[config.mk]
export PLATFORM = sky130hd
export DESIGN_NAME = scope_node
export DESIGN_NICKNAME = d
export VERILOG_FILES = /design/src/scope_pkg.sv /design/src/cmd_pkg.sv /design/src/node_ifs.sv /design/src/cmd_parser.sv /design/src/scope_config.sv /design/src/readout_seq.sv /design/src/scope_node.sv
export SDC_FILE = /design/constraint.sdc
export NUM_CORES = 1
export LEC_CHECK = 0
export BUFFER_PORTS_ARGS = -buffer_cell sky130_fd_sc_hd__buf_2
export CAP_MARGIN = 20
export CORE_UTILIZATION = 30
export DETAILED_ROUTE_END_ITERATION = 16
export PLACE_DENSITY_LB_ADDON = 0.25
export SLEW_MARGIN = 0
export SYNTH_ARGS = -nofsm -noshare
export SYNTH_HDL_FRONTEND = slang
export SYNTH_HIERARCHICAL = 1
export SYNTH_SLANG_ARGS = --single-unit
[constraint.sdc]
create_clock -name clk -period 5.3 [get_ports clk]
set_clock_uncertainty 0.05 [all_clocks]
set_input_delay 0.53 -clock clk [delete_from_list [all_inputs] [get_ports clk]]
set_output_delay 0.53 -clock clk [all_outputs]
set_load 0.005 [all_outputs]
[src/scope_pkg.sv]
// capture RAM geometry, trigger bounds, pacing and timeout constants
package scope_pkg;

	// capture RAM one byte wide per channel
	localparam int RAM_AW       = 12;
	localparam int RAM_DEPTH    = 1 << RAM_AW; // 4096 samples per channel
	localparam int NUM_CHANNELS = 4;

	typedef logic [RAM_AW-1:0] ram_addr_t;
	typedef logic [7:0]        sample_t;

	// trigger point limits keep a few samples either side of the trigger
	localparam int TRIG_POINT_MIN   = 4;
	localparam int TRIG_POINT_MAX   = RAM_DEPTH - 16;
	localparam int TRIG_POINT_RESET = RAM_DEPTH / 4; // quarter of the screen

	// log2 of the cycles between serial bytes
	localparam int PACE_BITS_MAX   = 30;
	localparam int PACE_BITS_RESET = 5;

	// give up waiting for a capture after this many cycles
	localparam int READOUT_TIMEOUT = 100_000_000;

	// board ID before chain enumeration
	localparam int ID_UNASSIGNED = 200;

endpackage

[src/cmd_pkg.sv]
// serial command opcodes, command ID ranges, argument counts and argument word type
package cmd_pkg;

	typedef logic [7:0] opcode_t;

	// ID-qualified ranges of RANGE_WIDTH codes each
	localparam int      RANGE_WIDTH      = 10;
	localparam opcode_t ID_ASSIGN_BASE   = 8'd0;  // set my ID, forward ID+1
	localparam opcode_t READOUT_SEL_BASE = 8'd10; // read out board n
	localparam opcode_t LAST_SEL_BASE    = 8'd20; // board n is last in the chain
	localparam opcode_t ACTIVE_SEL_BASE  = 8'd30; // make board n active

	// broadcast opcodes
	localparam opcode_t OP_PRIME       = 8'd100;
	localparam opcode_t OP_ROLL_ON     = 8'd101;
	localparam opcode_t OP_ROLL_OFF    = 8'd102;
	localparam opcode_t OP_TRIG_POINT  = 8'd121;
	localparam opcode_t OP_SAMPLES     = 8'd122;
	localparam opcode_t OP_SEND_INC    = 8'd123;
	localparam opcode_t OP_PACE        = 8'd125;
	localparam opcode_t OP_TRIG_THRESH = 8'd127;
	localparam opcode_t OP_AUTOREARM   = 8'd139;

	// argument bytes that follow the opcode, zero for none
	function automatic logic [1:0] arg_count(input opcode_t op);
		case (op)
			OP_TRIG_POINT, OP_SAMPLES:            return 2'd2; // big endian 16 bit
			OP_SEND_INC, OP_PACE, OP_TRIG_THRESH: return 2'd1;
			default:                              return 2'd0;
		endcase
	endfunction

	// kept opcodes that carry no argument
	function automatic logic is_plain_op(input opcode_t op);
		return (op == OP_PRIME) || (op == OP_ROLL_ON) || (op == OP_ROLL_OFF) ||
			(op == OP_AUTOREARM);
	endfunction

	// argument word filled bytewise by the parser and read as one value by the config block
	typedef union packed {
		struct packed {
			logic [7:0] hi; // first of two bytes
			logic [7:0] lo; // second byte, or the only one
		} b;
		logic [15:0] word;
	} cmd_arg_u;

endpackage

[src/node_ifs.sv]
// cmd_if between parser, config and readout, cfg_if between config and readout
`timescale 1ns/10ps

interface cmd_if;
	import cmd_pkg::*;

	logic     cfg_wr;       // strobe, full command with its arguments
	opcode_t  opcode;
	cmd_arg_u arg;
	logic     readout_go;   // strobe, this board is selected for readout
	logic     readout_busy; // level, high until the readout ends

	modport parser (output cfg_wr, opcode, arg, readout_go, input readout_busy);
	modport configure (input cfg_wr, opcode, arg);
	modport readout (input readout_go, output readout_busy);

endinterface

interface cfg_if;
	import scope_pkg::*;

	ram_addr_t  trigger_point;
	ram_addr_t  samples_to_send; // 0 reads the whole depth
	logic [3:0] send_inc;        // log2 of the address stride
	logic [4:0] pace_bits;       // pace counter bit that paces the bytes
	logic       autorearm;
	logic       rearm;           // strobe back from readout at the end

	modport configure (
		output trigger_point, samples_to_send, send_inc, pace_bits, autorearm,
		input rearm
	);
	modport readout (
		input trigger_point, samples_to_send, send_inc, pace_bits, autorearm,
		output rearm
	);

endinterface

[src/cmd_parser.sv]
// serial command receiver with argument collection, chain ID handling and byte forwarding
`timescale 1ns/10ps

module cmd_parser (
	input  logic              clk,
	input  logic              reset,
	input  logic              rx_ready,
	input  scope_pkg::sample_t rx_data,
	output scope_pkg::sample_t com_data,           // byte to the next board
	output logic              new_com_data,
	output logic              serial_passthrough,
	output logic [1:0]        master_clock,
	output logic              i_am_last,
	cmd_if.parser             cmd
);
	import scope_pkg::*;
	import cmd_pkg::*;

	typedef enum logic {ST_CMD, ST_ARGS} state_t;

	state_t     state;
	sample_t    my_id;
	logic [1:0] args_left; // argument bytes still to come
	logic       accept;

	// byte falls in the ten codes starting at base
	function automatic logic in_range(input sample_t b, input opcode_t base);
		return (b >= base) && (b < base + RANGE_WIDTH);
	endfunction

	// the ID part of a ranged command names this board
	function automatic logic id_hit(input sample_t b, input opcode_t base);
		return sample_t'(b - base) == my_id;
	endfunction

	// no bytes taken while a readout is starting or running
	assign accept = rx_ready && !cmd.readout_go && !cmd.readout_busy;

	always_ff @(posedge clk) begin
		if (reset) begin
			state              <= ST_CMD;
			args_left          <= 2'd0;
			my_id              <= sample_t'(ID_UNASSIGNED);
			master_clock       <= 2'b00; // own master until enumerated
			i_am_last          <= 1'b0;
			serial_passthrough <= 1'b0;
			new_com_data       <= 1'b0;
			cmd.cfg_wr         <= 1'b0;
			cmd.readout_go     <= 1'b0;
		end else begin
			new_com_data   <= 1'b0; // strobes last one cycle
			cmd.cfg_wr     <= 1'b0;
			cmd.readout_go <= 1'b0;
			if (accept) begin
				if (state == ST_ARGS) begin
					new_com_data <= 1'b1; // arguments go down the chain too
					args_left    <= args_left - 2'd1;
					if (args_left == 2'd1) begin
						cmd.cfg_wr <= 1'b1;
						state      <= ST_CMD;
					end
				end else if (in_range(rx_data, ID_ASSIGN_BASE)) begin
					my_id        <= sample_t'(rx_data - ID_ASSIGN_BASE);
					master_clock <= (rx_data == ID_ASSIGN_BASE) ? 2'b00 : 2'b01; // others slave
					new_com_data <= 1'b1;
				end else if (in_range(rx_data, READOUT_SEL_BASE)) begin
					if (id_hit(rx_data, READOUT_SEL_BASE)) begin
						serial_passthrough <= 1'b0;
						cmd.readout_go     <= 1'b1; // our turn, not forwarded
					end else begin
						serial_passthrough <= 1'b1;
						new_com_data       <= 1'b1;
					end
				end else if (in_range(rx_data, LAST_SEL_BASE)) begin
					i_am_last    <= id_hit(rx_data, LAST_SEL_BASE);
					new_com_data <= 1'b1;
				end else if (in_range(rx_data, ACTIVE_SEL_BASE)) begin
					if (id_hit(rx_data, ACTIVE_SEL_BASE)) begin
						serial_passthrough <= 1'b0;
					end else begin
						serial_passthrough <= 1'b1;
						new_com_data       <= 1'b1;
					end
				end else if (arg_count(rx_data) != 2'd0) begin
					state        <= ST_ARGS;
					args_left    <= arg_count(rx_data);
					new_com_data <= 1'b1;
				end else if (is_plain_op(rx_data)) begin
					cmd.cfg_wr   <= 1'b1; // no arguments, apply at once
					new_com_data <= 1'b1;
				end
				// anything else is dropped
			end
		end
	end

	// forwarded byte, opcode and argument bytes
	always_ff @(posedge clk) begin
		if (accept) begin
			if (state == ST_ARGS) begin
				cmd.arg.b.hi <= cmd.arg.b.lo; // first of two ends up in hi
				cmd.arg.b.lo <= rx_data;
				com_data     <= rx_data;
			end else begin
				cmd.opcode <= rx_data;
				cmd.arg    <= '0;
				com_data   <= in_range(rx_data, ID_ASSIGN_BASE) ? rx_data + 8'd1 : rx_data;
			end
		end
	end

endmodule

[src/scope_config.sv]
// trigger and readout settings with clamping, trigger prime and re-arm pulse
`timescale 1ns/10ps

module scope_config (
	input  logic                 clk,
	input  logic                 reset,
	cmd_if.configure             cmd,
	cfg_if.configure             cfg,
	output logic                 get_ext_data,    // prime the trigger
	output logic                 rolling_trigger,
	output scope_pkg::ram_addr_t trigger_point,
	output scope_pkg::sample_t   trig_thresh
);
	import scope_pkg::*;
	import cmd_pkg::*;

	logic [15:0] arg_word;
	ram_addr_t   tp_clamped;
	ram_addr_t   new_samples;
	logic [4:0]  pace_clamped;

	assign arg_word    = cmd.arg.word;
	assign new_samples = arg_word[RAM_AW-1:0];

	always_comb begin
		if (arg_word > TRIG_POINT_MAX)
			tp_clamped = ram_addr_t'(TRIG_POINT_MAX);
		else if (arg_word < TRIG_POINT_MIN)
			tp_clamped = ram_addr_t'(TRIG_POINT_MIN);
		else
			tp_clamped = arg_word[RAM_AW-1:0];
	end

	assign pace_clamped = (arg_word > PACE_BITS_MAX) ? 5'(PACE_BITS_MAX) : arg_word[4:0];

	assign cfg.trigger_point = trigger_point; // readout sees the same value

	always_ff @(posedge clk) begin
		if (reset) begin
			get_ext_data        <= 1'b0;
			rolling_trigger     <= 1'b1;
			trigger_point       <= ram_addr_t'(TRIG_POINT_RESET);
			trig_thresh         <= 8'h80; // mid scale
			cfg.samples_to_send <= '0;    // full depth
			cfg.send_inc        <= 4'd0;
			cfg.pace_bits       <= 5'(PACE_BITS_RESET);
			cfg.autorearm       <= 1'b0;
		end else begin
			// prime on command or when a finished readout asks for it
			get_ext_data <= (cmd.cfg_wr && cmd.opcode == OP_PRIME) || cfg.rearm;
			if (cmd.cfg_wr) begin
				case (cmd.opcode)
					OP_TRIG_POINT: trigger_point <= tp_clamped;
					OP_SAMPLES: begin
						cfg.samples_to_send <= new_samples;
						// keep the trigger inside a short window
						if (new_samples >= 5 && trigger_point > new_samples - 5)
							trigger_point <= new_samples >> 1;
					end
					OP_SEND_INC:    cfg.send_inc    <= arg_word[3:0];
					OP_PACE:        cfg.pace_bits   <= pace_clamped;
					OP_TRIG_THRESH: trig_thresh     <= arg_word[7:0];
					OP_ROLL_ON:     rolling_trigger <= 1'b1;
					OP_ROLL_OFF:    rolling_trigger <= 1'b0;
					OP_AUTOREARM:   cfg.autorearm   <= !cfg.autorearm;
					default: ; // prime handled above
				endcase
			end
		end
	end

endmodule

[src/readout_seq.sv]
// capture RAM readout, channel rotation with stride and paced serial byte send
`timescale 1ns/10ps

module readout_seq (
	input  logic                 clk,
	input  logic                 reset,
	cmd_if.readout               cmd,
	cfg_if.readout               cfg,
	input  logic                 ext_data_ready, // capture finished
	input  scope_pkg::ram_addr_t wr_addr_trig,   // write address at trigger
	input  scope_pkg::sample_t   ram_out0,
	input  scope_pkg::sample_t   ram_out1,
	input  scope_pkg::sample_t   ram_out2,
	input  scope_pkg::sample_t   ram_out3,
	output logic                 rd_en,
	output scope_pkg::ram_addr_t rd_addr,
	input  logic                 tx_busy,
	output logic                 tx_start,
	output scope_pkg::sample_t   tx_data
);
	import scope_pkg::*;

	localparam int CNT_W = RAM_AW + 5; // offset plus the largest stride
	localparam int TMO_W = $clog2(READOUT_TIMEOUT + 1);
	localparam int CH_W  = $clog2(NUM_CHANNELS);

	typedef enum logic [1:0] {ST_IDLE, ST_WAIT, ST_SEND, ST_HOLD} state_t;

	state_t             state;
	logic [PACE_BITS_MAX:0] pace_cnt; // free running
	logic               pace_bit, pace_phase;
	logic [TMO_W-1:0]   wait_cnt;
	logic [CNT_W-1:0]   offset, stride, next_offset, limit;
	logic [CH_W-1:0]    chan;
	logic               final_byte, addr_moved, can_send, chan_end;
	ram_addr_t          start_addr;
	sample_t            ram_word;

	assign pace_bit    = pace_cnt[cfg.pace_bits];
	assign stride      = CNT_W'(1) << cfg.send_inc;
	assign next_offset = offset + stride;
	assign limit       = (cfg.samples_to_send == '0) ? CNT_W'(RAM_DEPTH) : CNT_W'(cfg.samples_to_send);
	assign chan_end    = next_offset >= limit; // this channel is done after this byte
	// RAM word is valid one cycle after the address moved
	assign can_send    = !tx_busy && !addr_moved && (pace_bit != pace_phase);

	always_comb begin
		case (chan)
			2'd0:    ram_word = ram_out0;
			2'd1:    ram_word = ram_out1;
			2'd2:    ram_word = ram_out2;
			default: ram_word = ram_out3;
		endcase
	end

	always_ff @(posedge clk) begin
		if (reset) begin
			state            <= ST_IDLE;
			pace_cnt         <= '0;
			pace_phase       <= 1'b0;
			wait_cnt         <= '0;
			offset           <= '0;
			chan             <= '0;
			final_byte       <= 1'b0;
			addr_moved       <= 1'b0;
			rd_en            <= 1'b0;
			tx_start         <= 1'b0;
			cmd.readout_busy <= 1'b0;
			cfg.rearm        <= 1'b0;
		end else begin
			pace_cnt   <= pace_cnt + 1'b1;
			tx_start   <= 1'b0; // single cycle pulse
			cfg.rearm  <= 1'b0;
			addr_moved <= 1'b0;
			case (state)
				ST_IDLE: if (cmd.readout_go) begin
					cmd.readout_busy <= 1'b1;
					wait_cnt         <= '0;
					state            <= ST_WAIT;
				end
				ST_WAIT: begin
					wait_cnt <= wait_cnt + 1'b1;
					if (ext_data_ready) begin
						rd_en      <= 1'b1;
						offset     <= '0;
						chan       <= '0;
						final_byte <= 1'b0;
						addr_moved <= 1'b1;
						pace_phase <= pace_bit; // reference phase of the pace bit
						state      <= ST_SEND;
					end else if (wait_cnt >= TMO_W'(READOUT_TIMEOUT)) begin
						cmd.readout_busy <= 1'b0; // no capture, send nothing
						state            <= ST_IDLE;
					end
				end
				ST_SEND: if (can_send) begin
					tx_start   <= 1'b1;
					addr_moved <= 1'b1;
					state      <= ST_HOLD;
					if (chan_end) begin
						offset     <= '0;
						chan       <= chan + 1'b1;
						final_byte <= (chan == CH_W'(NUM_CHANNELS - 1));
					end else begin
						offset <= next_offset;
					end
				end
				ST_HOLD: if (pace_bit == pace_phase) begin // wait out the rest of the pace period
					if (final_byte) begin
						rd_en            <= 1'b0;
						cmd.readout_busy <= 1'b0;
						cfg.rearm        <= cfg.autorearm;
						state            <= ST_IDLE;
					end else begin
						state <= ST_SEND;
					end
				end
				default: state <= ST_IDLE;
			endcase
		end
	end

	// read address and outgoing byte
	always_ff @(posedge clk) begin
		if (state == ST_WAIT && ext_data_ready) begin
			start_addr <= wr_addr_trig - cfg.trigger_point; // wraps modulo the depth
			rd_addr    <= wr_addr_trig - cfg.trigger_point;
		end else if (state == ST_SEND && can_send) begin
			tx_data <= ram_word;
			rd_addr <= chan_end ? start_addr : rd_addr + stride[RAM_AW-1:0]; // next channel restarts
		end
	end

endmodule

[src/scope_node.sv]
// scope node top level wiring the parser, configuration and readout blocks
`timescale 1ns/10ps

module scope_node (
	input  logic                 clk,
	input  logic                 reset,
	input  logic                 rx_ready,
	input  scope_pkg::sample_t   rx_data,
	output scope_pkg::sample_t   com_data,
	output logic                 new_com_data,
	output logic                 serial_passthrough,
	output logic [1:0]           master_clock,
	output logic                 i_am_last,
	output logic                 get_ext_data,
	output logic                 rolling_trigger,
	output scope_pkg::ram_addr_t trigger_point,
	output scope_pkg::sample_t   trig_thresh,
	input  logic                 ext_data_ready,
	input  scope_pkg::ram_addr_t wr_addr_trig,
	input  scope_pkg::sample_t   ram_out0,
	input  scope_pkg::sample_t   ram_out1,
	input  scope_pkg::sample_t   ram_out2,
	input  scope_pkg::sample_t   ram_out3,
	output logic                 rd_en,
	output scope_pkg::ram_addr_t rd_addr,
	input  logic                 tx_busy,
	output logic                 tx_start,
	output scope_pkg::sample_t   tx_data
);
	cmd_if cmd_bus(); // commands and readout start
	cfg_if cfg_bus(); // settings for the readout

	cmd_parser parser_i (
		.clk, .reset, .rx_ready, .rx_data, .com_data, .new_com_data,
		.serial_passthrough, .master_clock, .i_am_last, .cmd(cmd_bus.parser)
	);

	scope_config config_i (
		.clk, .reset, .cmd(cmd_bus.configure), .cfg(cfg_bus.configure),
		.get_ext_data, .rolling_trigger, .trigger_point, .trig_thresh
	);

	readout_seq readout_i (
		.clk, .reset, .cmd(cmd_bus.readout), .cfg(cfg_bus.readout),
		.ext_data_ready, .wr_addr_trig, .ram_out0, .ram_out1, .ram_out2, .ram_out3,
		.rd_en, .rd_addr, .tx_busy, .tx_start, .tx_data
	);

endmodule

# Word-level counts from Yosys, hierarchy flattened

Cells that the tools add are included.

Flip-flop bits (word level): 212
Bits in latches: 0
Memory bits (writable): 0
Bits in read-only memories: 0
Bits of input ports: 57
Output and inout port bits: 57
Word-level logic and storage cells: 268
Memories: 0

Add/subtract/negate cells: 12
Multipliers: 0
Div/mod/pow operators: 0
Magnitude comparators: 16
Eq/ne operators: 45
Shifts and indexed selects: 1
Mux-type cells: 89
Bitwise operators: 9
Reduce and logical (&&, ||, !) cells: 61

Operator list:

| cell                                                                                 | count |
|---|---|
| 8-bit by 7-bit equality test with 1-bit output (second input constant)               | 16 |
| 12-bit 2-to-1 mux                                                                    | 6 |
| 27-bit one-hot mux with 2 select lines                                               | 1 |
| 17-bit 2-to-1 mux                                                                    | 3 |
| 2-bit 2-to-1 mux                                                                     | 22 |
| 1-bit 2-to-1 mux                                                                     | 40 |
| 17-bit one-hot mux with 2 select lines                                               | 1 |
| 12-bit by 32-bit greater-than comparator with 1-bit output                           | 1 |
| 31-bit by 1-bit adder with 31-bit output (second input constant)                     | 1 |
| 27-bit by 1-bit adder with 27-bit output (second input constant)                     | 1 |
| 27-bit greater-or-equal comparator (second input constant)                           | 1 |
| 27-bit 2-to-1 mux                                                                    | 1 |
| 8-bit equality test                                                                  | 3 |
| 12-bit one-hot mux with 2 select lines                                               | 1 |
| 8-bit one-hot mux with 3 select lines                                                | 1 |
| 2-bit by 1-bit != test with 1-bit output (second input constant)                     | 11 |
| 2-bit AND reduction                                                                  | 10 |
| 2-bit nonzero test                                                                   | 9 |
| 17-bit adder                                                                         | 1 |
| 17-bit greater-or-equal comparator                                                   | 1 |
| 1-bit by 4-bit left shift with 17-bit output (first input constant)                  | 1 |
| 8-bit equality test (second input constant)                                          | 2 |
| 8-bit by 5-bit greater-or-equal comparator with 1-bit output (second input constant) | 2 |
| 16-bit by 12-bit greater-than comparator with 1-bit output (second input constant)   | 1 |
| other kinds (47)                                                                     | 96 |

# Logic depth before layout (Yosys ltp)

Depth in word-level cells: 17
Mapped depth: 23
Depth with buffers taken out: 21

# Cells and area by module

Netlist, hierarchy kept.

Modules (own cells, without submodules):

| module       | times used | cells each | area each (um2) | sequential area each (um2) |
|---|---|---|---|---|
| readout_seq  | 1          | 852        | 7,611.0         | 2,682.6 |
| cmd_parser   | 1          | 272        | 2,752.6         | 1,301.2 |
| scope_config | 1          | 319        | 2,653.8         | 880.8 |

# Least setup slack after synthesis

No wires, ideal clock.

Path kind: flip-flop to flip-flop
From: register config_i.cfg.send_inc[0]
To: register readout_i.rd_addr[10], data pin
Library setup time: 0.259 ns
Arrival time: 4.650 ns
Data required time: 4.991 ns
Setup slack: 0.341 ns
Cell stages (with the launch flop): 21
Buffers on the path: 0
Period minus slack after synthesis: 4.959 ns
Cell sequence: dfxtp_1 or2b_2 or3_1 inv_1 ha_1 a21o_1 maj3_2 a31oi_1 nor2b_1 o31ai_1 xnor2_1 ha_1 a211o_1 a211oi_1 o21ai_0 a211oi_1 mux2i_1 a21o_1 or3_4 and3_1 a211o_1

Word-level cells in the longest chain between the ends: 6
Elaborated cells on any way between the ends: 7
Classes of those cells: add/sub (2); order compare (1); shift (1); mux (3)

RTL lines:

| item                                             | line               | text |
|---|---|---|
| from (decl)                                      | node_ifs.sv:30     | `output trigger_point, samples_to_send, send_inc, pace_bits, autorearm,` |
| from (signal assigned)                           | scope_config.sv:60 | `OP_SEND_INC: cfg.send_inc <= arg_word[3:0];` |
| 1-bit by 4-bit left shift with 17-bit output (*) | readout_seq.sv:40  | `assign stride = CNT_W'(1) << cfg.send_inc;` |
| 17-bit adder                                     | readout_seq.sv:41  | `assign next_offset = offset + stride;` |
| 17-bit greater-or-equal comparator               | readout_seq.sv:43  | `assign chan_end = next_offset >= limit;` |
| 12-bit 2-to-1 mux (*)                            | readout_seq.sv:130 | `rd_addr <= chan_end ? start_addr : rd_addr + stride[RAM_AW-1:0];` |
| 12-bit 2-to-1 mux (*)                            | readout_seq.sv:128 | `end else if (state == ST_SEND && can_send) begin` |
| 12-bit 2-to-1 mux (*)                            | readout_seq.sv:125 | `if (state == ST_WAIT && ext_data_ready) begin` |
| to (signal assigned)                             | readout_seq.sv:127 | `rd_addr <= wr_addr_trig - cfg.trigger_point;` |
| to (signal assigned)                             | readout_seq.sv:130 |  |
| to (decl)                                        | readout_seq.sv:16  | `output scope_pkg::ram_addr_t rd_addr,` |

Mark *: on every way between the ends. The rest lies on a longest branch, timed or not. The select of a mux whose other input is x is not followed.
A chain may end at the register's enable or synchronous reset.

# Worst setup path after layout

From: register config_i.cfg.send_inc[1]
To: register readout_i.rd_addr[0], data pin

The elaborated chain is that of the path after synthesis.

==> flow_summary.yaml <==
logic_synthesis:
  synth_area_leaders: "dfxtp_1, edfxtp_1, ha_1"
  synth_top_area_cell: "dfxtp_1"
  async_reset_ff_share_pct: 0
  synth_area_um2: 13020
  synthMostInstantiatedCell: "nor2_1"
  ys_ff_latch: 211
  yosysWarnings: 6
  ys.flop_type: "dfxtp_1"
  syn-num-nets: 1593
  ys_seq_area_share_pct: 37.37
  synth_edf_count: 64
  syn_inst: 1443
  synth_commonest_cells: "nor2_1, dfxtp_1, nand2_1"
  netlist.area_leader.share_pct: 22.61
  synth_area_per_cell_um2: 9.021
  synth_cell_types: 93
drt:
  viasPerCell: 4.976
  postRouteAntennaNets: 0
  post_drt_wl_per_cell_um: 16.20
  vias: 10550
  drc_errors: 0
  first_pass_iters: 6
  drt_first_iter_violations: 509
  routed_wl_um: 34350
setup_path:
  critPathCaptureType: "register"
  critical_path_class: "register to register"
  cp-start-kind: "register"
  worst-path-max-fanout: 9
  critPathRequiredTime_ns: 5.55
  critPathArrivalTime_ns: 5.29
clock_tree:
  cts_root_buf: "clkbuf_16"
  clock_sinks: 211
  path_clk_slew_ns: 0.06
  htreeDepth: 1
  clockBufferDepth: 3
  ctsHoldBuffers: 0
  cts_tree: "yes"
  clk_latency_ns: 0.57
  cts_buffers: 28
place:
  portBuffers: 112
  globalplace.congestion: 0.8787
  dpl_worst_slack_ns: 0.08358
  hpwl_um: 24730
finish:
  fillCellCount: 4428
  antenna_cells: 0
  multi_input_area_um2: 7496
  final_util_pct: 35.52
  layout-drive-gt1-share_pct: 14.71
  area_delta_synth_final_pct: 15.72
  layout.nets: 1672
  seqCellArea_um2: 4866
sta:
  worst_slack_ns: 0.2572
  whs_ns: 0.2526
  min_period_ns: 5.043
  finalMaxSlewViolations: 0
  worst_slew_pin_slew_ns: 0.8152
  hold_viol_final: 0
  setup_violations: 0
  max_slew_margin_pct: 45.24
  clock.fmax_mhz: 198.3
  period_share_pct: 95.15
status:
  status: "complete, no violations"
floorplanning:
  fp.dieW_um: 210.3
  coreArea_um2: 42420
  dieArea_um2: 44230
  dieHeight_um: 210.3
  rows: 75
  initial_core_util_pct: 30.69
  io_pins: 114
grt:
  grt_max_degree: 65
  antenna_found_initial: 0
  grt_usage_pct: 15.25
  grt_pass1_vias: 10020
  grt_pass1_wl_um: 54450
  grt_overflow_total: 0
pwr:
  total_power_w: 0.003837
  powerDensity_nw_per_um2: 254.7
  p_leak_nw: 6.053
  ir_worst_vdd_v: 0.0002272
job:
  cap_violations: 0
hold_path:
  hold_class: "input port to register"
[kinds of logic after synthesis]
| logic type | share of synthesized area [%] |
|---|---|
| xor+xnor | 7.670 |
| fa+ha+maj | 9.362 |
| compound gates | 14.80 |
| flops | 37.37 |
| mux | 4.441 |
| simple gates | 20.72 |
| other cells | 0.02881 |
| buf+inv | 5.604 |
[worst paths after layout]
kind / from / endpoint / slack [ns] / depth (start not counted)
hold / removal: ram_out3[5] / readout_i/tx_data[5] / 0.25 / 3
setup / recovery: config_i/cfg.send_inc[1] / readout_i/rd_addr[0] / 0.26 / 20
hold reg to reg: readout_i/offset[7] / readout_i/offset[7] / 0.41 / 2
setup reg to reg: config_i/cfg.send_inc[1] / readout_i/rd_addr[0] / 0.26 / 20
[sequential cells by signal (all words and copies together) (netlist names), 12 cells and up]
register,flops
config_i/cfg.samples_to_send,12
readout_i/offset,17
parser_i/cmd.arg,16
readout_i/rd_addr,12
config_i/cfg.trigger_point,12
readout_i/start_addr,12
readout_i/wait_cnt,27
readout_i/pace_cnt,31
[layer usage]
| layer | GRT usage [%] | share of wire, % |
|---|---|---|
| met1 | 20.50 | 47 |
| met2 | 25.36 | 47 |
| met3 | 2.309 | 4.0 |
| met4 | 4.128 | 2.3 |
| met5 | 0 | 0 |
[area by class of cell]
type | count | area share, %
Timing Repair Buffer | 130 | 4.851
Clock inverter | 12 | 0.9219
Tap cell | 577 | 4.792
Inverter | 79 | 1.968
Clock buffer | 39 | 5.407
Multi-Input combinational cell | 1072 | 49.76
Sequential cell | 211 | 32.30
[timing repair]
item                       CTS  global route
setup buffers                0             5
hold endpoints to repair     0             0
gates resized for setup      0            15
setup endpoints to repair    0            15
[where the power goes]
part / switching [W] / internal (W) / total [W]
clock network: 0.000739 / 0.00117 / 0.00191
logic: 0.000133 / 0.0000865 / 0.000220
registers: 0.0000231 / 0.00168 / 0.00171
[cells in the final DEF, fill, tap and decap left out, types with 7 or more instances in the layout]
master,netlist,final
a211o_1,7,7
a211oi_1,14,11
a21o_1,21,21
a21oi_1,85,85
a222oi_1,8,8
and2_1,21,21
and3_1,22,22
buf_2,13,111
buf_4,18,17
clkbuf_16,0,30
dfxtp_1,147,146
edfxtp_1,64,64
ha_1,90,90
inv_1,79,79
mux2i_1,42,42
mux4_2,7,7
nand2_1,104,104
nand2b_1,14,14
nand3_1,59,59
nand3b_1,11,11
nand4_1,22,22
nor2_1,150,150
nor2b_1,22,22
nor3_1,39,36
nor4_1,11,10
o2111ai_1,8,8
o21ai_0,53,51
o21ai_1,8,10
or3_1,18,17
xnor2_1,60,60
xor2_1,54,54
[through the flow]
step	cell area [um^2]	std cells	setup TNS, ns
after floorplan	13020	1443	0
after global placement	13980	2063	0
after detailed placement	13980	2063	0
after CTS	14930	2114	0
after global routing	15060	2120	-0.02184
final	15060	2120	0
[critical path: stages, from the launching register on]
cell      delay, ns
dfxtp_1        0.56
nor4_4         0.10
ha_1           0.22
inv_1          0.07
fa_1           0.20
inv_1          0.05
maj3_2         0.31
a221o_1        0.41
o31ai_2        0.27
xnor2_1        0.22
ha_1           0.29
a211o_1        0.29
a211oi_2       0.19
o21ai_1        0.15
a211oi_2       0.25
mux2i_1        0.10
a21o_1         0.20
or3_4          0.43
buf_4          0.17
mux2i_1        0.14
mux2i_1        0.09
Note: power is estimated with default switching activity, not from simulation.
